--- src/logic/core_pkg.sv ---
////////////////////
// Core package
// Widths, opcodes, host address map and the structs shared by the
// multi-channel integer core
////////////////////
`default_nettype none

package core_pkg;

    localparam int data_width      = 32;
    localparam int reg_addr_width  = 4;
    localparam int channel_width   = 2;
    localparam int max_channels    = 4;
    localparam int store_depth     = 256;
    localparam int pc_width        = 8;
    localparam int reg_full_width  = channel_width + reg_addr_width;
    localparam int imm_width       = 24;
    localparam int host_addr_width = 16;

    // Register offsets inside the config region
    localparam int cfg_program_size = 0;
    localparam int cfg_n_channels   = 1;

    // Codes 8 to 15 are illegal
    typedef enum logic [3:0] {
        op_add  = 4'd0,
        op_sub  = 4'd1,
        op_and  = 4'd2,
        op_or   = 4'd3,
        op_xor  = 4'd4,
        op_shl  = 4'd5,
        op_ldi  = 4'd6,
        op_stop = 4'd7
    } opcode_t;

    typedef struct packed {
        opcode_t                   opcode;
        logic [reg_addr_width-1:0] dest;
        logic [reg_addr_width-1:0] src_a;
        logic [reg_addr_width-1:0] src_b;
        logic [15:0]               unused;
    } reg_format_t;

    typedef struct packed {
        opcode_t                   opcode;
        logic [reg_addr_width-1:0] dest;
        logic [imm_width-1:0]      imm;
    } imm_format_t;

    // One instruction word, two views
    typedef union packed {
        reg_format_t reg_format;
        imm_format_t imm_format;
    } instruction_t;

    // Host address bits 15 to 14
    typedef enum logic [1:0] {
        region_store  = 2'd0,
        region_regs   = 2'd1,
        region_config = 2'd2
    } region_t;

    typedef struct packed {
        logic                       write;
        logic [host_addr_width-1:0] addr;
        logic [data_width-1:0]      data;
    } host_req_t;

    typedef struct packed {
        logic [data_width-1:0] data;
    } host_rsp_t;

    typedef struct packed {
        logic                      enable;
        logic [reg_full_width-1:0] addr;
        logic [data_width-1:0]     data;
    } reg_write_t;

    typedef struct packed {
        opcode_t                   opcode;
        logic [reg_full_width-1:0] src_a;
        logic [reg_full_width-1:0] src_b;
        logic [reg_full_width-1:0] dest;
        logic [data_width-1:0]     imm;
        logic                      valid;
    } issue_t;

endpackage

`default_nettype wire

--- src/logic/control_unit.sv ---
////////////////////
// Control unit
// Run sequencer that walks every channel of every instruction,
// one at a time, and ends with done or fault
////////////////////
`timescale 1ns/100ps
`default_nettype none

module control_unit (
    input  wire                                clock,
    input  wire                                rst_n,
    input  wire                                run,
    input  wire  [core_pkg::pc_width:0]        program_size,
    input  wire  [core_pkg::channel_width:0]   n_channels,
    input  wire                                stop_seen,
    input  wire                                illegal_seen,
    input  wire                                writeback_seen,
    output logic [core_pkg::pc_width-1:0]      pc,
    output logic [core_pkg::channel_width-1:0] channel,
    output logic                               issue,
    output logic                               busy,
    output logic                               done,
    output logic                               fault
);

    typedef enum logic [1:0] {
        st_idle,
        st_issue,
        st_wait
    } state_t;

    state_t state;
    logic   last_channel;
    logic   last_pc;

    assign last_channel = {1'b0, channel} == n_channels - 1'b1;
    assign last_pc      = {1'b0, pc} == program_size - 1'b1;

    assign issue = state == st_issue;
    assign busy  = state != st_idle;

    always_ff @(posedge clock) begin
        if (!rst_n) begin
            state   <= st_idle;
            pc      <= '0;
            channel <= '0;
            done    <= 1'b0;
            fault   <= 1'b0;
        end else begin
            done  <= 1'b0;
            fault <= 1'b0;
            case (state)
                st_idle: begin
                    if (run) begin
                        pc      <= '0;
                        channel <= '0;
                        state   <= st_issue;
                    end
                end
                st_issue: state <= st_wait;
                st_wait: begin
                    // Decode flags arrive one cycle after issue
                    if (illegal_seen) begin
                        fault <= 1'b1;
                        state <= st_idle;
                    end else if (stop_seen) begin
                        done  <= 1'b1;
                        state <= st_idle;
                    end else if (writeback_seen) begin
                        if (!last_channel) begin
                            channel <= channel + 1'b1;
                            state   <= st_issue;
                        end else if (!last_pc) begin
                            channel <= '0;
                            pc      <= pc + 1'b1;
                            state   <= st_issue;
                        end else begin
                            channel <= '0;
                            done    <= 1'b1;
                            state   <= st_idle;
                        end
                    end
                end
                default: state <= st_idle;
            endcase
        end
    end

endmodule

`default_nettype wire

--- config.mk ---
export PLATFORM = sky130hd
export DESIGN_NAME = control_unit
export DESIGN_NICKNAME = d
export VERILOG_FILES = /design/src/logic/core_pkg.sv /design/src/logic/control_unit.sv
export SDC_FILE = /design/constraint.sdc
export NUM_CORES = 1
export LEC_CHECK = 0
export BUFFER_PORTS_ARGS = -buffer_cell sky130_fd_sc_hd__buf_2
export CAP_MARGIN = 20
export CORE_MARGIN = 4
export CORE_UTILIZATION = 47
export CTS_BUF_LIST = sky130_fd_sc_hd__clkbuf_4
export DETAILED_ROUTE_END_ITERATION = 10
export PLACE_DENSITY = 0.77
export SLEW_MARGIN = 30
export SYNTH_ARGS = -nofsm -noshare
export SYNTH_HDL_FRONTEND = slang
export SYNTH_SLANG_ARGS = --single-unit
--- constraint.sdc ---
create_clock -name clock -period 1.9 [get_ports clock]
set_input_delay 0 -clock clock [delete_from_list [all_inputs] [get_ports clock]]
set_output_delay 0 -clock clock [all_outputs]
set_load 0.02 [all_outputs]
==> key figures <==
Worst setup path
  – Critical Path Fanout Max: 13
  – RR Endpoint: pc[7]$_SDFFE_PN0P_
  – FF-to-FF path depth: 7
  – Crit path from: pc[7]$_SDFFE_PN0P_
  – CP Capture Type: flop
  – Worst Setup Path Type: reg2reg
  – Worst reg2reg setup slack: approximately 0.06 ns
  – Setup crit start kind: flop
  – Reg-to-Reg Start: pc[7]$_SDFFE_PN0P_
  – CP Data Required Time: 2.11 ns
  – Critical Path AT: between 2 and 2.5 ns

Final layout
  – Leading cell type in the layout, fill and taps excluded: buf_2
  – Diode count: 0
  – Design area: 1390 sq um
  – Final Core Density: 67.8%
  – Layout fillers: ~190
  – P&R area growth vs syn: 31.9%
  – Share of layout cells above drive strength 1: 34.1%
  – Final net count: 198
  – Commonest cells after routing, fill and taps aside: buf_2 (31), nand2_1 (13), buf_4 (12)

Floorplan
  – I/O pin total: 32
  – Core footprint: just over 2000 sq um
  – Starting Density: 51.4%
  – Die Span Y: roughly 55 microns
  – # rows: 16
  – Die ar.: between 3000 and 4000 sq um
  – Chip Width: ~55 microns

Global routing
  – Grt ovf: 0
  – Vias in the first global route: 1,051
  – Largest net degree at the start of global routing: 14
  – First-pass GRT wire length: 4420 microns
  – GR Util All Layers: ~17%
  – Initial antenna violation count: 0

STA
  – Final setup vio count: 0
  – Skew final: 0.00579 ns
  – Tcrit/Tclk final: 96.8%
  – Slew @ Worst Pin: roughly 0.34 ns
  – WHS: around 0.035 ns
  – Worst setup margin: 0.0600 ns
  – Minimum clock period: between 1.5 and 2 ns
  – Relative slew slack: 77.5%
  – Hold Fails Final Rpt: 0
  – Fmax: about 540 MHz
  – Unrepaired setup endpoints after global routing: yes
  – Final slew viol count: 0

CTS
  – H-Tree Depth: 1
  – CTS tree: done
  – Sinks on the clock net: 14
  – CTS Buffer Depth: 2
  – Inserted Clock Buffers: 3
  – Buffer type at the clock tree root: clkbuf_4
  – Clock Latency Late Sink: 0.28 ns
  – Worst-path clk slew: 0.09 ns

Yosys
  – Ys async rst share: 0%
  – Cells after synthesis: 129
  – Predominant post-synthesis flop cell: dfxtp_1
  – Syn Area/Cell: between 8 and 9 sq um
  – Synth warnings: 0
  – Post-synth EDFFs: 0
  – Flops & latches, synth: 14
  – Synth unique cells: 44
  – Cell Area, Synth: approximately 1000 sq um
  – Syn_nets: 150
  – Sequential share of the synthesized area: 26.7%

Power
  – Power Internal: 0.000438 W
  – Sw frac: 28.4%
  – Net Sw Power: ~0.00017 W
  – Design Power: 0.000611 W
  – Power density cells: 441 nW/um^2
  – Static Leak: 0.628 nW
  – Register share of total power: 49.3%
  – Clk pwr share: 28.6%
  – Comb pwr share: 22.1%
  – Peak supply drop: between 0.0003 and 0.0004 V

Hold path
  – Hold Startpoint: rst_n
  – HP Class: in2reg
  – Hold endpoint: state[1]$_SDFFE_PN0P_
  – Worst Hold Depth: 2

Place
  – Hpwl dp: 2050 microns
  – Routability cong.: 0.778
  – DP Area: about 1300 sq um
  – Port Buf Inserts: 31
  – Dpl ws: -0.0948 ns

Routing
  – Via Count: ~1,100
  – WL/cell: approximately 13 microns
  – DR pass1 iterations: 4
  – Starting DRC count in detailed routing: 34
  – Vias per cell: 5.46
  – WL final: around 2600 microns
  – ANT nets after route: 0
  – Drt drc: 0

Run
  – Max Cap Violations: 0

Status
  – Status: completed
==> worst max path at each step <==
stage / end / cells after the start / slack, ns
final: pc[7]$_SDFFE_PN0P_ / 7 / 0.06
after global placement: pc[7]$_SDFFE_PN0P_ / 10 / 0.008
after CTS: pc[7]$_SDFFE_PN0P_ / 7 / 0.008
after global routing: pc[7]$_SDFFE_PN0P_ / 7 / -0.04
after floorplan: pc[7]$_SDFFE_PN0P_ / 7 / 0.003
after detailed placement: pc[3]$_SDFFE_PN0P_ / 11 / -0.09
==> synthesized netlist by cell type, types with 2 or more instances <==
master | n | share of area, %
ha_1 | 3 | 3.6
nand2b_1 | 6 | 3.6
xor2_1 | 6 | 5.0
dfxtp_1 | 14 | 27
nor2_1 | 6 | 2.1
or4_1 | 4 | 2.9
inv_1 | 5 | 1.8
and3_4 | 2 | 2.1
and2_1 | 5 | 3.0
nand3b_1 | 2 | 1.4
o31ai_1 | 2 | 1.4
o21ai_0 | 5 | 2.4
a21oi_1 | 7 | 3.3
xnor2_1 | 4 | 3.3
nor3_1 | 2 | 0.95
nand2_1 | 13 | 4.6
or3_1 | 3 | 1.8
nand3_1 | 8 | 3.8
nor2b_1 | 3 | 1.8
mux2i_1 | 3 | 2.9
nor3b_1 | 3 | 2.1
==> flip-flops by register name (all words and copies together), names as in the netlist <==
signal   cells
channel      2
state        2
fault        1
pc           8
done         1
==> per-layer routing <==
layer  share of wire [%]  GRT usage [%]  vias up
met3                 6.4           4.20        4
met2                  50           31.4       36
met4                 1.5           7.99        0
met1                  42           18.6      498
met5                   0              0        -
li1                    -              -      570
==> layout make-up <==
type                       count  area (sq um)  share of cell area (%)
clock buffer                   3          22.5                    1.63
clock inverter                 1          3.75                   0.271
inverter                       5          18.8                    1.36
multi-input combinational    108           754                    54.5
sequential                    14           287                    20.7
tap                           27          33.8                    2.44
timing repair buffer          45           265                    19.2
==> kinds of logic after synthesis <==
group | count (synthesis) | synth area share (%)
AOI/OAI and AO/OA | 24 | 14.8
adders and majority gates | 3 | 3.58
and+or+nand+nor | 68 | 40.5
xor gates and xnor gates | 10 | 8.34
muxes | 3 | 2.86
buffers and inverters | 7 | 3.22
DFF | 14 | 26.7
==> critical path, stage by stage (launching register included) <==
cell and delay [ns]:
dfxtp_2 0.36, xnor2_4 0.16, and4b_1 0.19, o21ai_0 0.15, nand3_1 0.11, and3_4 0.20
or4_1 0.46, a21oi_1 0.14
==> power by group through the flow <==
| stage | registers, W | clock network [W] | logic (W) |
|---|---|---|---|
| after detailed placement | 0.000308 | 0 | 0.000126 |
| after global placement | 0.000308 | 0 | 0.000122 |
| final | 0.000301 | 0.000175 | 0.000135 |
| after floorplan | 0.000309 | 0 | 0.0000691 |
| after global routing | 0.000302 | 0.000199 | 0.000150 |
| after CTS | 0.000301 | 0.000183 | 0.000131 |
==> repair_timing <==
item	CTS	global route
pin swaps	0	2
gates cloned	0	0
hold buffers	2	0
buffers inserted	0	1
setup endpoints to repair	1	9
gates resized for setup	1	5
hold endpoints to repair	3	0
==> through the flow <==
stage / setup TNS [ns] / std cells
after floorplan: 0 / 129
after global placement: 0 / 196
after detailed placement: -0.544 / 196
after CTS: 0 / 202
after global routing: -0.0381 / 203
final: 0 / 203
Note: power is estimated with default switching activity, not from simulation.
