===== src/logic/core_pkg.sv =====
////////////////////
// Core package
// Widths, opcodes, host address map and the structs shared by the
// multi-channel integer core
////////////////////
`default_nettype none

package core_pkg;

    localparam int data_width      = 32;
    localparam int reg_addr_width  = 4;
    localparam int channel_width   = 2;
    localparam int max_channels    = 4;
    localparam int store_depth     = 256;
    localparam int pc_width        = 8;
    localparam int reg_full_width  = channel_width + reg_addr_width;
    localparam int imm_width       = 24;
    localparam int host_addr_width = 16;

    // Register offsets inside the config region
    localparam int cfg_program_size = 0;
    localparam int cfg_n_channels   = 1;

    // Codes 8 to 15 are illegal
    typedef enum logic [3:0] {
        op_add  = 4'd0,
        op_sub  = 4'd1,
        op_and  = 4'd2,
        op_or   = 4'd3,
        op_xor  = 4'd4,
        op_shl  = 4'd5,
        op_ldi  = 4'd6,
        op_stop = 4'd7
    } opcode_t;

    typedef struct packed {
        opcode_t                   opcode;
        logic [reg_addr_width-1:0] dest;
        logic [reg_addr_width-1:0] src_a;
        logic [reg_addr_width-1:0] src_b;
        logic [15:0]               unused;
    } reg_format_t;

    typedef struct packed {
        opcode_t                   opcode;
        logic [reg_addr_width-1:0] dest;
        logic [imm_width-1:0]      imm;
    } imm_format_t;

    // One instruction word, two views
    typedef union packed {
        reg_format_t reg_format;
        imm_format_t imm_format;
    } instruction_t;

    // Host address bits 15 to 14
    typedef enum logic [1:0] {
        region_store  = 2'd0,
        region_regs   = 2'd1,
        region_config = 2'd2
    } region_t;

    typedef struct packed {
        logic                       write;
        logic [host_addr_width-1:0] addr;
        logic [data_width-1:0]      data;
    } host_req_t;

    typedef struct packed {
        logic [data_width-1:0] data;
    } host_rsp_t;

    typedef struct packed {
        logic                      enable;
        logic [reg_full_width-1:0] addr;
        logic [data_width-1:0]     data;
    } reg_write_t;

    typedef struct packed {
        opcode_t                   opcode;
        logic [reg_full_width-1:0] src_a;
        logic [reg_full_width-1:0] src_b;
        logic [reg_full_width-1:0] dest;
        logic [data_width-1:0]     imm;
        logic                      valid;
    } issue_t;

endpackage

`default_nettype wire


===== src/logic/host_interface.sv =====
////////////////////
// Host interface
// Turns host requests into store, register and config writes,
// holds the config registers and returns one response per read
////////////////////
`timescale 1ns/100ps
`default_nettype none

module host_interface (
    input  wire                                 clock,
    input  wire                                 rst_n,
    input  wire core_pkg::host_req_t            host_req,
    input  wire                                 host_req_valid,
    output logic                                host_req_ready,
    output core_pkg::host_rsp_t                 host_rsp,
    output logic                                host_rsp_valid,
    input  wire                                 host_rsp_ready,
    input  wire                                 busy,
    output logic                                store_write_enable,
    output logic [core_pkg::pc_width-1:0]       store_write_index,
    output logic [core_pkg::data_width-1:0]     store_write_data,
    output core_pkg::reg_write_t                reg_write,
    output logic [core_pkg::reg_full_width-1:0] reg_read_addr,
    input  wire  [core_pkg::data_width-1:0]     reg_read_data,
    output logic [core_pkg::pc_width:0]         program_size,
    output logic [core_pkg::channel_width:0]    n_channels
);

    logic                            ready_en;
    logic                            accept;
    logic                            config_write;
    core_pkg::region_t               region;
    logic [13:0]                     cfg_addr;
    logic [core_pkg::pc_width:0]     size_value;
    logic [core_pkg::channel_width:0] count_value;
    logic [core_pkg::data_width-1:0] read_value;

    assign region   = core_pkg::region_t'(host_req.addr[15:14]);
    assign cfg_addr = host_req.addr[13:0];

    // No requests while running or while a response waits
    assign host_req_ready = ready_en && !busy && !host_rsp_valid;
    assign accept         = host_req_valid && host_req_ready;
    assign config_write   = accept && host_req.write && region == core_pkg::region_config;

    assign store_write_enable = accept && host_req.write && region == core_pkg::region_store;
    assign store_write_index  = host_req.addr[core_pkg::pc_width-1:0];
    assign store_write_data   = host_req.data;

    assign reg_write.enable = accept && host_req.write && region == core_pkg::region_regs;
    assign reg_write.addr   = host_req.addr[core_pkg::reg_full_width-1:0];
    assign reg_write.data   = host_req.data;
    assign reg_read_addr    = host_req.addr[core_pkg::reg_full_width-1:0];

    // Clamp config values into their legal ranges
    always_comb begin
        size_value  = host_req.data[core_pkg::pc_width:0];
        count_value = host_req.data[core_pkg::channel_width:0];
        if (host_req.data == '0) begin
            size_value = 1;
        end else if (host_req.data > core_pkg::store_depth) begin
            size_value = (core_pkg::pc_width+1)'(core_pkg::store_depth);
        end
        if (host_req.data == '0) begin
            count_value = 1;
        end else if (host_req.data > core_pkg::max_channels) begin
            count_value = (core_pkg::channel_width+1)'(core_pkg::max_channels);
        end
    end

    // Store is write-only and reads back as zero
    always_comb begin
        read_value = '0;
        case (region)
            core_pkg::region_regs: read_value = reg_read_data;
            core_pkg::region_config: begin
                if (cfg_addr == core_pkg::cfg_program_size) begin
                    read_value = {{(core_pkg::data_width-core_pkg::pc_width-1){1'b0}}, program_size};
                end else if (cfg_addr == core_pkg::cfg_n_channels) begin
                    read_value = {{(core_pkg::data_width-core_pkg::channel_width-1){1'b0}}, n_channels};
                end
            end
            default: read_value = '0;
        endcase
    end

    always_ff @(posedge clock) begin
        if (!rst_n) begin
            ready_en       <= 1'b0;
            host_rsp_valid <= 1'b0;
            program_size   <= 1;
            n_channels     <= 1;
        end else begin
            ready_en <= 1'b1;
            if (config_write && cfg_addr == core_pkg::cfg_program_size) begin
                program_size <= size_value;
            end
            if (config_write && cfg_addr == core_pkg::cfg_n_channels) begin
                n_channels <= count_value;
            end
            if (accept && !host_req.write) begin
                host_rsp_valid <= 1'b1;
            end else if (host_rsp_ready) begin
                host_rsp_valid <= 1'b0;
            end
        end
    end

    // Response data stays put under back-pressure
    always_ff @(posedge clock) begin
        if (accept && !host_req.write) begin
            host_rsp.data <= read_value;
        end
    end

endmodule

`default_nettype wire


===== config.mk =====
export PLATFORM = sky130hd
export DESIGN_NAME = host_interface
export DESIGN_NICKNAME = d
export VERILOG_FILES = /design/src/logic/core_pkg.sv /design/src/logic/host_interface.sv
export SDC_FILE = /design/constraint.sdc
export NUM_CORES = 1
export LEC_CHECK = 0
export CORE_AREA = 2 2 83 85
export DETAILED_ROUTE_END_ITERATION = 8
export DIE_AREA = 0 0 85 87
export DONT_BUFFER_PORTS = 1
export PLACE_DENSITY = 0.61
export SYNTH_ARGS = -nofsm -noshare
export SYNTH_HDL_FRONTEND = slang
export SYNTH_SLANG_ARGS = --single-unit

===== constraint.sdc =====
create_clock -name clock -period 3.3 [get_ports clock]
set_input_delay 0.99 -clock clock [delete_from_list [all_inputs] [get_ports clock]]
set_output_delay 0.99 -clock clock [all_outputs]
set_load 0.01 [all_outputs]

==> results_dict.tcl, run 1 <==
set metrics [dict create \
    fillers 643 \
    fin_crit_sh 0.794 \
    cap_viol_max_count 0 \
    antenna_found_initial 0 \
    synth_commonest_cells "84 x buf_4, 32 x edfxtp_1, 29 x and2_1" \
    r2r_start "host_rsp_valid" \
    post_cts_resized 0 \
    diodes 0 \
    cts_tree "done" \
    synth_area_sq_mm 0.00276 \
    hold_viol_final 0 \
    p_sw_uw 208 \
    dp_hpwl_um 5050 \
    grt_start_max_net_pins 33 \
    yosysMostFrequentCell "buf_4" \
    layout-drive-gt1-share 0.0919 \
    gp_congestion 0.713 \
    maxSlewHeadroom 0.577 \
    row_count 30 \
    finClkSkew_ns 0.00780 \
    wl_per_cell_um 23.4 \
    end_kind "output pin" \
    tightest_slew_ns 0.629 \
    postSynthNetCount 354 \
    clock-sinks 46 \
    p_per_area_mw_per_mm2 435 \
    rsz0062_at_grt "false" \
    cp-start-kind "input port" \
    setup_tns_ns 0 \
    power_frac_comb 0.048 \
    grt-ovfl-total 0 \
    vdd.ir_drop.worst_v 0.000249 \
    cts_setup_buffers 0 \
    core_sq_mm 0.00657 \
    drt_iter0_markers 67 \
    synth_area_leaders "edfxtp_1 35%, buf_4 23%, dfxtp_1 10%" \
    drtAntennaViolNets 0 \
    drc 0 \
    cts_buffers 5 \
    die_w_um 85 \
    seq_area_frac_synth 0.449 \
    sw_frac_of_total 0.207 \
    netlist_instances 265 \
    yosys_warnings 0 \
    setup_viol 0 \
    status "completed" \
    r2r_cells 4 \
    grt_pass1_vias 1535 \
    dieArea_sq_mm 0.00740 \
    htree_levels 2 \
    synth-edff-count 32 \
    multi_input_area_sq_um 852 \
    start_util 0.421 \
    grt_pass1_wl_um 9100 \
    synth.avg_cell_area_sq_um 10.4 \
    power.share.sequential 0.631 \
    yosysTopAreaCell "edfxtp_1" \
    synthFlopType "edfxtp_1" \
    via_count 1500 \
    ys_types 37 \
    cp.arrival_ns 1.63 \
    final_nets 273 \
    syn_to_final_growth_pct -16.3 \
    min_from "program_size[2]" \
    via_per_inst 5.66 \
    min_period_ns 2.62 \
    ys_seq_elements 46 \
    die_y_um 87 \
    maxSlewViolCount 0 \
    clock_path_buffers 2 \
    routed_wl_um 6200 \
    cp.required_ns 2.31 \
    place_area_sq_mm 0.00223 \
    ff2ff_setup_slack_ns 1.54 \
    clk_latency_ns 0.29 \
    hp-class "reg -> reg" \
    seqCellArea_sq_mm 0.00124 \
    first_pass_iters 4 \
    cp_max_fo 3 \
    grt_usage 0.160 \
    p_int_uw 799 \
    async_flop_share 0 \
    pin_count 218 \
    holdBufCountCts 0 \
    crit_type "in -> out" \
    synth_top_area_frac 0.348 \
    clk_pin_slew_ns 0.08 \
    whs_path_depth 2 \
    max_freq_mhz 382 \
    ctsRootBufferMaster "clkbuf_8" \
    finalInstanceArea_sq_mm 0.00231 \
    startpoint "busy" \
    p_leak_uw 0.000737 \
    port_buffers 0 \
    power_frac_clock 0.322 \
]
==> placed cells by master, fill, tap and decap left out, drive strengths merged, types with 6 or more instances in the layout <==
cell,Yosys,routed
nor2,6,6
a22oi,6,6
clkbuf,6,6
nand3,6,6
nor2b,8,8
and2,29,29
nor4,9,9
nand2,20,20
dfxtp,14,14
edfxtp,32,32
==> per-layer routing <==
metal	global-route usage	part of all wire	vias up
li1	-	-	667
met1	0.151	0.30	697
met2	0.299	0.55	128
met3	0.0844	0.14	8
met4	0.0505	0.012	0
met5	0	0	-
==> path summary, 6_finish.rpt <==
path	end
hold / removal	program_size[2]
setup reg to reg	host_rsp[5]
hold reg to reg	program_size[2]
setup / recovery	store_write_enable
==> stage by stage <==
stage               total power (uW)  hold slack [ns]  utilization  setup WS, ns  cells
floorplan                        795            0.496            -         0.623    265
finish                          1010            0.541        0.352         0.679    265
global placement                 697            0.535        0.339         0.613    257
detailed placement               698            0.547        0.339         0.603    257
global route                    1050            0.567        0.352         0.654    265
CTS                             1020            0.553        0.352         0.652    265
==> logic make-up (layout without fill, tap and decap cells) <==
group	Yosys count	in the layout	synth area share
AND/OR/NAND/NOR	94	94	0.217
buffers and inverters	94	14	0.242
flip-flops	46	46	0.449
AO/OA/AOI/OAI	24	24	0.0639
adder cells (fa/ha/maj)	3	3	0.0136
multiplexers	3	3	0.0109
XOR/XNOR	1	1	0.00317
==> cell type report <==
class	count	share of cell area
flip-flops and latches	46	0.537
multi-input cells	125	0.368
well taps	80	0.0433
clock buffers	6	0.0314
repair buffers	3	0.00973
clock inverters	2	0.00595
inverters	3	0.00487
==> sequential cells by signal, indices dropped and copies added, names as in the netlist <==
signal	flops
host_rsp	32
n_channels	3
program_size	9
host_rsp_valid	1
ready_en	1
==> power by group through the flow <==
stage                     Sequential, uW  Clock, uW  Combinational [uW]
after floorplan                      648          0                 147
after global placement               649          0                48.0
after detailed placement             649          0                48.9
after CTS                            636        335                49.2
after global routing                 637        357                53.4
final                                635        324                48.0
==> critical path, stage by stage <==
cell     delay, ns
nor3b_2       0.17
and3_1        0.27
and2_1        0.20
No activity file was read; power rests on OpenSTA's default activity.
==> run 2: changes to the inputs <==
PLACE_DENSITY = 0.63   (was 0.61)
clock period = 2.2 ns   (was 3.3 ns; I/O delays follow)
==> results_dict.tcl, run 2 (synthesized netlist as in run 1, its figures left out) <==
set metrics [dict create \
    status "completed" \
    dieArea_sq_mm 0.00740 \
    cp.arrival_ns 1.39 \
    grt_start_max_net_pins 33 \
    ff2ff_setup_slack_ns 0.46 \
    maxSlewHeadroom 0.742 \
    gp_congestion 0.720 \
    met1_usage 0.141 \
    grt_pass1_vias 1437 \
    place_area_sq_mm 0.00227 \
    p_per_area_mw_per_mm2 686 \
    timing.rr.end "n_channels[0]" \
    min_period_ns 2.05 \
    drtAntennaViolNets 0 \
    fillers 627 \
    ctsRootBufferMaster "clkbuf_8" \
    routed_wl_um 6000 \
    layout_commonest_cell "edfxtp_1" \
    setup_viol 0 \
    setup_tns_ns 0 \
    cap_viol_max_count 0 \
    pin_count 218 \
    grt_use_met3 0.0957 \
    start_util 0.421 \
    fin_crit_sh 0.931 \
    vdd.ir_drop.worst_v 0.000371 \
    p_leak_uw 0.000777 \
    gr-max-usage-layer "met2" \
    final_cells 270 \
    p_int_uw 1320 \
    whs_path_depth 0 \
    power.share.sequential 0.584 \
    cts_tree "done" \
    cpMaxStageDelayCell "dfxtp_1" \
    cp_max_fo 3 \
    max_flop_register "host_rsp" \
    fin_util 0.362 \
    critPathMaxStageDelay_ns 0.38 \
    drt_iter0_markers 42 \
    drc 0 \
    post_cts_resized 0 \
    row_count 30 \
    cp-start-kind "register" \
    r2r_cells 6 \
    die_w_um 85 \
    finalInstanceArea_sq_mm 0.00238 \
    hp-class "in -> reg" \
    antenna_found_initial 0 \
    finClkSkew_ns 0.00625 \
    cp.required_ns 1.54 \
    via_per_inst 5.55 \
    port_buffers 0 \
    clk_latency_ns 0.29 \
    clock-sinks 46 \
    crit_type "reg -> out" \
    crit_chain "nor3b_2, and3_1, and2_1" \
    seqCellArea_sq_mm 0.00124 \
    htree_levels 2 \
    wl_per_cell_um 22.2 \
    die_y_um 87 \
    layout_common_cells "32 x edfxtp_1, 29 x and2_1, 20 x nand2_1" \
    grt_usage 0.153 \
    first_pass_iters 4 \
    min_from "rst_n" \
    grt-ovfl-total 0 \
    r2r_start "host_rsp_valid" \
    holdBufCountCts 0 \
    placedCellCount 262 \
    cts_setup_buffers 0 \
    via_count 1498 \
    largest_register_ffs 32 \
    clk_pin_slew_ns 0.08 \
    multi_input_area_sq_um 853 \
    diodes 0 \
    dp_hpwl_um 4970 \
    rsz0062_at_grt "false" \
    final_nets 278 \
    p_sw_uw 315 \
    syn_to_final_growth_pct -13.9 \
    grt_pass1_wl_um 8590 \
    cts_buffers 5 \
    reg_top3 "host_rsp x32, program_size x9, n_channels x3" \
    max_freq_mhz 488 \
    sw_frac_of_total 0.193 \
    tightest_slew_ns 0.383 \
    end_kind "output pin" \
    maxSlewViolCount 0 \
    clock_path_buffers 2 \
    hold_viol_final 0 \
    holdPathEnd "ready_en" \
    power_frac_clock 0.371 \
    use_met2 0.276 \
    layout-drive-gt1-share 0.126 \
    core_sq_mm 0.00657 \
    power_frac_comb 0.045 \
]
==> run 2: cell types whose count changed in the layout (fill, tap and decap cells not counted) <==
cell and change:
and3b_1 -1, and3b_2 +1, buf_4 +5, bufinv_16 +1
clkbuf_1 -1, clkinv_4 -1, inv_6 +1
==> run 2: area by class of cell <==
type | count | area share
well taps | 80 | 0.0421
multi-input cells | 125 | 0.359
clock buffers | 5 | 0.0289
inverters | 3 | 0.00473
clock inverters | 3 | 0.0184
repair buffers | 8 | 0.0252
flip-flops and latches | 46 | 0.522
==> run 2: per-stage QoR <==
step / total power, uW / hold WS, ns / setup slack (ns)
after global routing: 1690 / 0.375 / 0.0409
after global placement: 1050 / 0.539 / 0.0147
after CTS: 1660 / 0.380 / 0.106
after floorplan: 1190 / 0.496 / 0.123
after detailed placement: 1050 / 0.546 / -0.0384
final: 1630 / 0.392 / 0.151
==> run 2: worst max-delay path, delay by kind of cell, from the launching register on <==
| kind | cells | cell delay (ns) |
|---|---|---|
| flip-flops | 1 | 0.38 |
| AND/OR/NAND/NOR | 3 | 0.72 |
==> run 2: worst max path at each step <==
stage,start,end,slack [ns],cells after the start
CTS,host_rsp_valid,reg_write[38],0.11,3
detailed placement,host_req[46],n_channels[0],-0.04,7
global placement,host_req[46],n_channels[0],0.01,7
floorplan,host_req[46],n_channels[2],0.12,7
finish,host_rsp_valid,reg_write[38],0.15,3
global route,host_rsp_valid,store_write_enable,0.04,3
==> run 2: per-layer routing <==
metal  wire length [um]  part of all wire  vias up
li1                   -                 -      676
met1               1840              0.31      676
met2               3220              0.54      132
met3                838              0.14       14
met4                107             0.018        0
met5                  0                 0        -
==> run 2: power by group through the flow <==
stage          sequential (uW)  combinational (uW)  clock, uW
6_report                   953                73.5        605
5_1_grt                    955                82.9        649
4_1_cts                    954                75.2        629
3_5_place_dp               974                74.9          0
3_3_place_gp               973                74.1          0
2_1_floorplan              971                 221          0
