## src/logic/core_pkg.sv

```systemverilog
////////////////////
// Core package
// Widths, opcodes, host address map and the structs shared by the
// multi-channel integer core
////////////////////
`default_nettype none

package core_pkg;

    localparam int data_width      = 32;
    localparam int reg_addr_width  = 4;
    localparam int channel_width   = 2;
    localparam int max_channels    = 4;
    localparam int store_depth     = 256;
    localparam int pc_width        = 8;
    localparam int reg_full_width  = channel_width + reg_addr_width;
    localparam int imm_width       = 24;
    localparam int host_addr_width = 16;

    // Register offsets inside the config region
    localparam int cfg_program_size = 0;
    localparam int cfg_n_channels   = 1;

    // Codes 8 to 15 are illegal
    typedef enum logic [3:0] {
        op_add  = 4'd0,
        op_sub  = 4'd1,
        op_and  = 4'd2,
        op_or   = 4'd3,
        op_xor  = 4'd4,
        op_shl  = 4'd5,
        op_ldi  = 4'd6,
        op_stop = 4'd7
    } opcode_t;

    typedef struct packed {
        opcode_t                   opcode;
        logic [reg_addr_width-1:0] dest;
        logic [reg_addr_width-1:0] src_a;
        logic [reg_addr_width-1:0] src_b;
        logic [15:0]               unused;
    } reg_format_t;

    typedef struct packed {
        opcode_t                   opcode;
        logic [reg_addr_width-1:0] dest;
        logic [imm_width-1:0]      imm;
    } imm_format_t;

    // One instruction word, two views
    typedef union packed {
        reg_format_t reg_format;
        imm_format_t imm_format;
    } instruction_t;

    // Host address bits 15 to 14
    typedef enum logic [1:0] {
        region_store  = 2'd0,
        region_regs   = 2'd1,
        region_config = 2'd2
    } region_t;

    typedef struct packed {
        logic                       write;
        logic [host_addr_width-1:0] addr;
        logic [data_width-1:0]      data;
    } host_req_t;

    typedef struct packed {
        logic [data_width-1:0] data;
    } host_rsp_t;

    typedef struct packed {
        logic                      enable;
        logic [reg_full_width-1:0] addr;
        logic [data_width-1:0]     data;
    } reg_write_t;

    typedef struct packed {
        opcode_t                   opcode;
        logic [reg_full_width-1:0] src_a;
        logic [reg_full_width-1:0] src_b;
        logic [reg_full_width-1:0] dest;
        logic [data_width-1:0]     imm;
        logic                      valid;
    } issue_t;

endpackage

`default_nettype wire

```

## src/logic/instruction_decoder.sv

```systemverilog
////////////////////
// Instruction decoder
// Picks the instruction view from the opcode, adds the channel to
// the register indices and flags stop and illegal codes
////////////////////
`timescale 1ns/100ps
`default_nettype none

module instruction_decoder (
    input  wire                                 clock,
    input  wire                                 rst_n,
    input  wire core_pkg::instruction_t         instruction,
    input  wire  [core_pkg::channel_width-1:0]  channel,
    input  wire                                 issue,
    output logic [core_pkg::reg_full_width-1:0] read_addr_a,
    output logic [core_pkg::reg_full_width-1:0] read_addr_b,
    output core_pkg::issue_t                    decoded,
    output logic                                stop_seen,
    output logic                                illegal_seen
);

    logic             issue_d;
    core_pkg::issue_t next_issue;

    // Instruction word is valid one cycle after issue
    assign stop_seen    = issue_d && instruction.reg_format.opcode == core_pkg::op_stop;
    assign illegal_seen = issue_d && instruction.reg_format.opcode[3];

    always_comb begin
        next_issue        = '0;
        next_issue.opcode = instruction.reg_format.opcode;
        // Destination sits in the same bits in both views
        next_issue.dest   = {channel, instruction.reg_format.dest};
        if (instruction.reg_format.opcode == core_pkg::op_ldi) begin
            next_issue.imm  = {{(core_pkg::data_width-core_pkg::imm_width){
                instruction.imm_format.imm[core_pkg::imm_width-1]}},
                instruction.imm_format.imm};
        end else begin
            next_issue.src_a = {channel, instruction.reg_format.src_a};
            next_issue.src_b = {channel, instruction.reg_format.src_b};
        end
        next_issue.valid = issue_d && !stop_seen && !illegal_seen;
    end

    // Register file reads on the same edge that latches the decode
    assign read_addr_a = next_issue.src_a;
    assign read_addr_b = next_issue.src_b;

    always_ff @(posedge clock) begin
        if (!rst_n) begin
            issue_d <= 1'b0;
            decoded <= '0;
        end else begin
            issue_d <= issue;
            decoded <= next_issue;
        end
    end

endmodule

`default_nettype wire

```

## config.mk

```make
export PLATFORM = sky130hd
export DESIGN_NAME = instruction_decoder
export DESIGN_NICKNAME = d
export VERILOG_FILES = /design/src/logic/core_pkg.sv /design/src/logic/instruction_decoder.sv
export SDC_FILE = /design/constraint.sdc
export NUM_CORES = 1
export LEC_CHECK = 0
export BUFFER_PORTS_ARGS = -buffer_cell sky130_fd_sc_hd__buf_2
export CAP_MARGIN = 20
export CORE_ASPECT_RATIO = 0.8
export CORE_MARGIN = 4
export CORE_UTILIZATION = 43
export DETAILED_ROUTE_END_ITERATION = 8
export HOLD_SLACK_MARGIN = 0.12
export PLACE_DENSITY = 0.89
export REMOVE_ABC_BUFFERS = 1
export SKIP_LAST_GASP = 1
export SYNTH_ARGS = -nofsm -noshare
export SYNTH_HDL_FRONTEND = slang
export SYNTH_SLANG_ARGS = --single-unit
```

## constraint.sdc

```tcl
create_clock -name clock -period 3.2 [get_ports clock]
set_clock_uncertainty 0.15 [all_clocks]
set_input_delay 0.48 -clock clock [delete_from_list [all_inputs] [get_ports clock]]
set_output_delay 0.48 -clock clock [all_outputs]
set_load 0.01 [all_outputs]
```

==> results of run 1 <==
-- per-layer routing --
layer	up-vias	share of wire	GRT usage
li1	588	-	-
met1	548	0.37	0.154
met5	-	0	0
met3	8	0.12	0.0531
met4	0	0.014	0.0673
met2	64	0.49	0.263
-- state kept, by name, indices dropped and copies added (netlist names) --
| name | cells |
|---|---|
| decoded | 45 |
| issue_d | 1 |
-- cell families after synthesis --
family / after synthesis / synth area share
buffers and inverters: 30 / 0.138
flip-flops: 46 / 0.593
AND/OR/NAND/NOR: 62 / 0.269
-- per-stage QoR --
stage	std cells	worst slack (ps)	area, sq um	hold slack (ps)
finish	263	783	2010	242
global route	263	650	2010	232
CTS	263	757	2010	231
detailed placement	255	759	1920	416
global placement	255	813	1920	409
floorplan	108	1340	1340	390
-- layout make-up --
type | count | area (sq um) | area share
Clock buffer | 5 | 68.8 | 0.0342
Sequential cell | 46 | 921 | 0.458
Multi-Input combinational cell | 62 | 418 | 0.208
Clock inverter | 3 | 23.8 | 0.0118
Tap cell | 42 | 52.6 | 0.0262
Timing Repair Buffer | 105 | 526 | 0.262
-- synthesized netlist by cell type --
cell type	n	share of area
nor3b_1	1	0.0048
clkbuf_2	2	0.0064
and3b_2	1	0.0064
dfxtp_1	46	0.59
buf_4	22	0.11
and4b_2	1	0.0072
and2_1	20	0.081
and2_2	4	0.019
nor2b_2	1	0.0056
and3_2	7	0.034
nand4bb_1	1	0.0072
and3_1	25	0.10
buf_6	2	0.014
nand3_1	1	0.0032
clkbuf_1	2	0.0048
buf_2	2	0.0064
-- final timing paths --
kind,from,cells past startpoint,endpoint,slack (ps)
worst max-delay path,instruction[31],4,read_addr_b[2],780
worst min-delay path,instruction[26],2,decoded[35],240
worst max register to register,issue_d,1,decoded[0],2400
worst min register to register,issue_d,1,decoded[0],440
-- power breakdown --
group	internal, mW	leakage (nW)	switching, mW
Sequential	0.590	0.377	0.00444
Combinational	0.0504	0.755	0.0515
Clock	0.156	0.0408	0.190
-- worst max-delay path, delay by kind of cell --
| kind | cells | cell delay (ps) |
|---|---|---|
| buffers and inverters | 2 | 270 |
| AND/OR/NAND/NOR | 2 | 1040 |
==> results by group, run 1 <==
Detailed routing
  – Wirelength per Cell: 13.2 microns
  – Initial DRC count: 61
  – Drt total wl: 3.47 mm
  – Drt first pass iters: 4
  – Vias: 1,208
  – Via density: 4.59
  – Post-DRT Antenna Nets: 0
  – Residual DRC: 0

STA
  – Final hold violations: 0
  – Slew @ Worst Pin: 753 ps
  – Fin. max-slew vios: 0
  – Max Fclk: 414 MHz
  – Slew Limit Headroom: 0.496
  – Fin Setup TNS: 0 ps
  – Tcrit/Tclk final: 0.755
  – RSZ-0062 raised after global routing: no
  – Minimum clock period after layout: 2420 ps
  – Final setup viols: 0

Layout
  – P&R area growth vs syn: 29.3%
  – Most common cell after layout, fill and taps aside: buf_2
  – Layout cell share with drive strength beyond 1: 0.575
  – Commonest non-fill, non-tap cells in the layout: 105 x buf_2, 46 x dfxtp_1, 25 x and3_1
  – Post-layout util: 0.583
  – Fill cell count: 308
  – Final nets: 257
  – Ant. Diodes: 0

Setup path
  – CP endpoint kind: primary output
  – Critical path's slowest cell: nand4bb_1
  – Cells along the critical path: buf_2 -> nand4bb_1 -> and2_2 -> buf_2
  – Crit Path Category: input pin to primary output
  – Crit start category: input pin
  – Crit-path most repeated cell: buf_2
  – CP required: 2570 ps
  – Critical path arrival: 1790 ps
  – CP max stage delay: 600 ps
  – Max FO, Critical Path: 20

Clocking
  – Worst-path clk slew: 90 ps
  – Setup repair bufs after CTS: 0
  – Sink Count: 46
  – CTS H-tree depth: 2
  – Clock Latency Late Sink: 290 ps
  – Hold_buf cts: 0
  – Clock buffer depth: 2
  – TritonCTS Buffers: 5
  – CTS root buf: clkbuf_8
  – CTS tree: yes
  – Resized cells post-CTS: 0

Place
  – Port bufs: 105
  – Post-DP HPWL: 2.69 mm
  – Routability Congestion: 0.663

Global route
  – Global-route wire length before repair: 4.91 mm
  – Vias in the first global route: 1,088
  – Antenna violations before repair: 0
  – GRT Total Usage: 0.146
  – Largest net degree at the start of global routing: 25
  – Total gr overflow: 0

Die
  – Die X-Extent: 75.2 microns
  – Initial Util: 0.451
  – Die span in y: 61.8 microns
  – Core ar.: 3450 sq um
  – # IOs: 106
  – Die Area: 4650 sq um
  – FP Rows: 19

Pwr
  – Pwr dens: 518 nW/um^2
  – Peak VDD IR: 274 uV
  – Total power: 1.04 mW
  – Leak Pwr: 1.17 nW

Logic synthesis
  – Synthesized cell area: 1550 sq um
  – Synth cell types: 16
  – Yosys reg bits: 46
  – Syn avg cell area: 11.3 sq um
  – Syn Inst Count: 138
  – Synthesis Warnings: 0
  – Sequential fraction of the synthesis area: 0.593

Outcome
  – Run status: completed

Flow run
  – Maxcap violations: 0

Hold path
  – Hold Crit Class: input pin to flop
No activity file was read; power rests on OpenSTA's default activity.
==> inputs of run 2 (changes only) <==
--- a/config.mk
+++ b/config.mk
@@ -9,10 +9,10 @@
 export CAP_MARGIN = 20
 export CORE_ASPECT_RATIO = 0.8
 export CORE_MARGIN = 4
-export CORE_UTILIZATION = 43
+export CORE_UTILIZATION = 40
 export DETAILED_ROUTE_END_ITERATION = 8
 export HOLD_SLACK_MARGIN = 0.12
-export PLACE_DENSITY = 0.89
+export PLACE_DENSITY = 0.84
 export REMOVE_ABC_BUFFERS = 1
 export SKIP_LAST_GASP = 1
 export SYNTH_ARGS = -nofsm -noshare
==> constraint.sdc (replaced) <==
create_clock -name clock -period 2.5 [get_ports clock]
set_clock_uncertainty 0.15 [all_clocks]
set_input_delay 0.375 -clock clock [delete_from_list [all_inputs] [get_ports clock]]
set_output_delay 0.375 -clock clock [all_outputs]
set_load 0.01 [all_outputs]
==> run 2 against run 1 <==
Effect of this change: first-iteration DRC count fell by 72%; worst setup slack worse by 32 ps; largest cell class unchanged; clock power is 51% higher; hold slack worse by 100 ps; global-route usage fell by 0.49 points.
==> results by group, run 2 (synthesis gave the netlist of run 1 again) <==
Detailed routing
  – Routed wl met3: 331 microns (-22%)
  – Vias: 1,179 (-2.4%)
  – Initial DRC count: 17 (-72%)
  – WL met1: 1.49 mm (+15%)
  – Via density: 4.29 (-6.7%)
  – Drt total wl: 3.49 mm (+0.40%)
  – Post-DRT Antenna Nets: 0 (unchanged)
  – Drt first pass iters: 4 (unchanged)
  – Met2 wire length: 1.61 mm (-6.0%)
  – Wirelength per Cell: 12.7 microns (-4.0%)
  – Residual DRC: 0 (unchanged)
  – Highest Signal Layer: met4

Layout
  – Most common cell after layout, fill and taps aside: buf_2
  – Final nets: 259 (+0.78%)
  – Max reg flops: 45 (unchanged)
  – Ant. Diodes: 0 (unchanged)
  – Commonest non-fill, non-tap cells in the layout: 105 x buf_2, 46 x dfxtp_1, 25 x and3_1
  – FF/Latch Area: 921 sq um (unchanged)
  – Fill cell count: 310 (+0.65%)
  – Layout cell share with drive strength beyond 1: 0.574 (-0.000670)
  – Design Area, Final: 2050 sq um (+2.2%)
  – Largest registers: decoded (45), issue_d (1)
  – Most flops, register: decoded
  – P&R area growth vs syn: 32.2%
  – Multi-input gate area: 418 sq um (unchanged)

Die
  – # IOs: 106 (unchanged)
  – FP Rows: 19 (unchanged)
  – Die Area: 4950 sq um (+6.6%)
  – Die span in y: 63.8 microns (+3.2%)
  – Core ar.: 3590 sq um (+4.1%)
  – Initial Util: 0.433 (-0.0179)
  – Die X-Extent: 77.7 microns (+3.3%)

Clocking
  – Hold_buf cts: 0 (unchanged)
  – Clock buffer depth: 2 (unchanged)
  – Clock Latency Late Sink: 280 ps (about the same)
  – CTS H-tree depth: 2 (unchanged)
  – Sink Count: 46 (unchanged)
  – Resized cells post-CTS: 0 (unchanged)
  – CTS root buf: clkbuf_8
  – Worst-path clk slew: 80 ps (about the same)
  – CTS tree: yes
  – Setup repair bufs after CTS: 0 (unchanged)
  – TritonCTS Buffers: 5 (unchanged)

Global route
  – Largest net degree at the start of global routing: 25 (unchanged)
  – Total gr overflow: 0 (unchanged)
  – Global-route wire length before repair: 5.46 mm (+11%)
  – Vias in the first global route: 1,127 (+3.6%)
  – Antenna violations before repair: 0 (unchanged)
  – GRT Total Usage: 0.141 (-0.00490)

Setup path
  – CP max stage delay: 200 ps (-400 ps)
  – Crit start category: input pin
  – CP Buf/Inv Count: 3 (+1)
  – CP endpoint kind: primary output
  – Critical path arrival: 1220 ps (-570 ps)
  – CP required: 1980 ps (-590 ps)
  – Crit-path leading delay family: buffers and inverters
  – Critical path's slowest cell: buf_4
  – Max FO, Critical Path: 20 (unchanged)
  – Cells along the critical path: buf_2 -> nand4bb_1 -> buf_4 -> and2_2 -> buf_2
  – Crit-path most repeated cell: buf_2
  – Crit Path Category: input pin to primary output

STA
  – Fin. max-slew vios: 0 (unchanged)
  – Fin Setup TNS: 0 ps (unchanged)
  – RSZ-0062 raised after global routing: no
  – Minimum clock period after layout: 1750 ps
  – WHS: 142 ps (-100 ps)
  – Max Fclk: 572 MHz
  – Final hold violations: 0 (unchanged)
  – Slew Limit Headroom: 0.759 (+0.263)
  – Tcrit/Tclk final: 0.700
  – Final setup viols: 0 (unchanged)
  – Final WS setup: 751 ps (-32.2 ps)
  – Slew @ Worst Pin: 361 ps (-392 ps)

Pwr
  – Leak Pwr: 1.19 nW (+1.7%)
  – Pwr dens: 689 nW/um^2 (+33%)
  – Peak VDD IR: 280 uV (+2.2%)

Place
  – Routability Congestion: 0.723 (+9.1%)
  – Pre-CTS WS: 756 ps (-2.54 ps)
  – Port bufs: 105 (unchanged)
  – Placed cell area: 1940 sq um (+1.4%)
  – Post-DP HPWL: 2.62 mm (-2.6%)

Flow run
  – Maxcap violations: 0 (unchanged)

Hold path
  – Hold Crit Class: input pin to flop

Outcome
  – Run status: completed
run 2: final timing paths:
path                                       from             end  slack, ps  depth (start not counted)
worst min register to register          issue_d      decoded[0]        430                          1
worst max-delay path            instruction[31]  read_addr_b[2]        750                          5
worst min-delay path            instruction[27]     decoded[36]        140                          2
worst max register to register          issue_d      decoded[0]       1710                          1
run 2: cell type report:
type | count | share of cell area
Clock buffer | 6 | 0.0353
Clock inverter | 2 | 0.0183
Multi-Input combinational cell | 62 | 0.203
Sequential cell | 46 | 0.448
Tap cell | 52 | 0.0317
Timing Repair Buffer | 107 | 0.263
run 2: power breakdown:
part	internal, mW	total (mW)	switching [mW]
sequential	0.755	0.760	0.00534
clock	0.298	0.524	0.226
combinational	0.0661	0.132	0.0662
total	1.12	1.42	0.297
run 2: metrics by stage:
| stage | utilization | power, mW | cells |
|---|---|---|---|
| detailed placement | 0.542 | 0.911 | 267 |
| finish | 0.572 | 1.42 | 275 |
| global placement | 0.542 | 0.909 | 267 |
| CTS | 0.572 | 1.43 | 275 |
| floorplan | - | 0.831 | 108 |
| global route | 0.572 | 1.49 | 275 |
run 2: layer usage:
layer / up-vias / global-route usage
met5: - / 0
met4: 0 / 0.0622
li1: 592 / -
met1: 519 / 0.157
met2: 62 / 0.238
met3: 6 / 0.0562
==> inputs of run 3 (changes only) <==
==> constraint.sdc (replaced) <==
create_clock -name clock -period 1.7 [get_ports clock]
set_clock_uncertainty 0.15 [all_clocks]
set_input_delay 0.255 -clock clock [delete_from_list [all_inputs] [get_ports clock]]
set_output_delay 0.255 -clock clock [all_outputs]
set_load 0.01 [all_outputs]
==> run 3 against run 2 <==
Effect of this change: total power is 45% higher; wire length is 32% higher; flip-flop and latch count stayed put; clock-buffer cell count stayed put; critical path depth is 1 lower; final area is 16% higher; first-iteration DRC count grew to 2.5 times the previous value; via count is 13% higher; final cell count is 13% higher; hold slack better by 77 ps.
==> results by group, run 3 (synthesis gave the netlist of run 1 again) <==
STA
  – WHS: 219 ps (+77.4 ps)
  – RSZ-0062 raised after global routing: no
  – Final hold violations: 0 (unchanged)
  – Slew @ Worst Pin: 355 ps (-6.40 ps)
  – Slew Limit Headroom: 0.764 (+0.00426)
  – Final setup viols: 0 (unchanged)
  – Minimum clock period after layout: 1620 ps
  – Final WS setup: 82.3 ps (-669 ps)
  – Max Fclk: 618 MHz
  – Fin Setup TNS: 0 ps (unchanged)
  – Fin. max-slew vios: 0 (unchanged)
  – Tcrit/Tclk final: 0.952

Layout
  – Commonest non-fill, non-tap cells in the layout: 105 x buf_2, 46 x dfxtp_1, 35 x dlygate4sd3_1
  – Design Area, Final: 2390 sq um (+16%)
  – P&R area growth vs syn: 53.8%
  – Most common cell after layout, fill and taps aside: buf_2
  – Layout cell share with drive strength beyond 1: 0.500 (-0.0740)
  – Post-layout util: 0.666 (+0.0934)
  – Max reg flops: 45 (unchanged)
  – Largest registers: decoded (45), issue_d (1)
  – Post-Layout Cell Count: 310 (+13%)
  – Ant. Diodes: 0 (unchanged)
  – Most flops, register: decoded
  – Final nets: 294 (+14%)

Die
  – Die X-Extent: 77.7 microns (unchanged)
  – FP Rows: 19 (unchanged)
  – Die Area: 4950 sq um (unchanged)
  – # IOs: 106 (unchanged)
  – Initial Util: 0.433 (unchanged)
  – Die span in y: 63.8 microns (unchanged)
  – Core ar.: 3590 sq um (unchanged)

Detailed routing
  – Drt first pass iters: 4 (unchanged)
  – Via density: 4.31 (+0.52%)
  – Wirelength per Cell: 14.9 microns (+17%)
  – Initial DRC count: 43 (+26)
  – Post-DRT Antenna Nets: 0 (unchanged)
  – Drt total wl: 4.61 mm (+32%)
  – Vias: 1,336 (+13%)
  – Residual DRC: 0 (unchanged)

Setup path
  – Crit Path Category: input pin to primary output
  – Worst r2r path cells: 1 (unchanged)
  – Critical path arrival: 1210 ps (about the same)
  – CP endpoint kind: primary output
  – Max FO, Critical Path: 3 (-85%)
  – Crit start category: input pin
  – CP required: 1290 ps (-690 ps)

Clocking
  – Sink Count: 46 (unchanged)
  – CTS tree: yes
  – CTS H-tree depth: 2 (unchanged)
  – CTS root buf: clkbuf_8
  – Resized cells post-CTS: 0 (unchanged)
  – Clock buffer depth: 2 (unchanged)
  – Worst-path clk slew: 80 ps (about the same)
  – TritonCTS Buffers: 5 (unchanged)
  – Clock Latency Late Sink: 290 ps (about the same)

Pwr
  – Leak Pwr: 1.33 nW (+12%)
  – Pint: 1.59 mW (+42%)
  – Sw Ratio: 0.228 (+0.0186)
  – Reg power frac: 0.544 (+0.007)
  – Comb pwr share: 0.129 (+0.036)
  – Total power: 2.06 mW (+45%)
  – Pwr dens: 860 nW/um^2 (+25%)
  – Clock power frac: 0.327 (-0.043)
  – Peak VDD IR: 379 uV (+36%)
  – Sw Pwr: 0.470 mW (+58%)

Place
  – Post-DP HPWL: 2.65 mm (+1.4%)
  – Port bufs: 105 (unchanged)
  – Routability Congestion: 0.719 (-0.65%)
  – Placed cells: 267 (unchanged)
  – Placed cell area: 1940 sq um (unchanged)
  – Pre-CTS WS: 197 ps (-560 ps)

Flow run
  – Maxcap violations: 0 (unchanged)

Global route
  – Total gr overflow: 0 (unchanged)
  – Global-route wire length before repair: 7.20 mm (+32%)
  – GRT Total Usage: 0.186 (+0.0456)
  – Largest net degree at the start of global routing: 25 (unchanged)
  – Vias in the first global route: 1,421 (+26%)
  – Antenna violations before repair: 0 (unchanged)

Hold path
  – Hold Crit Class: input pin to flop
  – Hold depth: 2 (unchanged)

Outcome
  – Run status: completed
-- run 3: changes by cell type in the layout (fill, tap and decap cells not counted), sizes merged --
| cell | change |
|---|---|
| bufinv | -1 |
| clkinv | +1 |
| dlygate4sd3 | +35 |
-- run 3: final timing paths --
kind              startpoint             end  slack, ps
min          instruction[31]      decoded[0]        220
min reg2reg          issue_d      decoded[0]        430
max reg2reg          issue_d      decoded[0]        910
max          instruction[23]  read_addr_a[3]         80
-- run 3: layer usage --
layer	share of wire	track usage	up-vias
met4	0.0050	0.0578	0
li1	-	-	664
met3	0.079	0.0604	2
met1	0.39	0.189	598
met2	0.52	0.361	72
met5	0	0	-
-- run 3: cell type report --
cell class | instances | area (sq um)
Timing Repair Buffer | 142 | 891
Tap cell | 52 | 65.1
Clock inverter | 2 | 12.5
Clock buffer | 6 | 82.6
Multi-Input combinational cell | 62 | 418
Fill cell | 260 | 1200
Sequential cell | 46 | 921
-- run 3: critical path, stage by stage --
cell	delay [ps]
dlygate4sd3_1	540
buf_2	130
and2_2	150
buf_2	130
-- run 3: power groups by stage --
stage / Clock (mW) / Combinational [mW] / Sequential (mW)
finish: 0.672 / 0.265 / 1.12
global route: 0.729 / 0.289 / 1.12
CTS: 0.687 / 0.261 / 1.12
detailed placement: 0 / 0.197 / 1.14
global placement: 0 / 0.195 / 1.14
floorplan: 0 / 0.0580 / 1.16
-- run 3: repair_timing --
item / CTS / global route
endpoints found under the hold margin: 43 / 0
buffers inserted: 0 / 0
hold buffers: 35 / 0
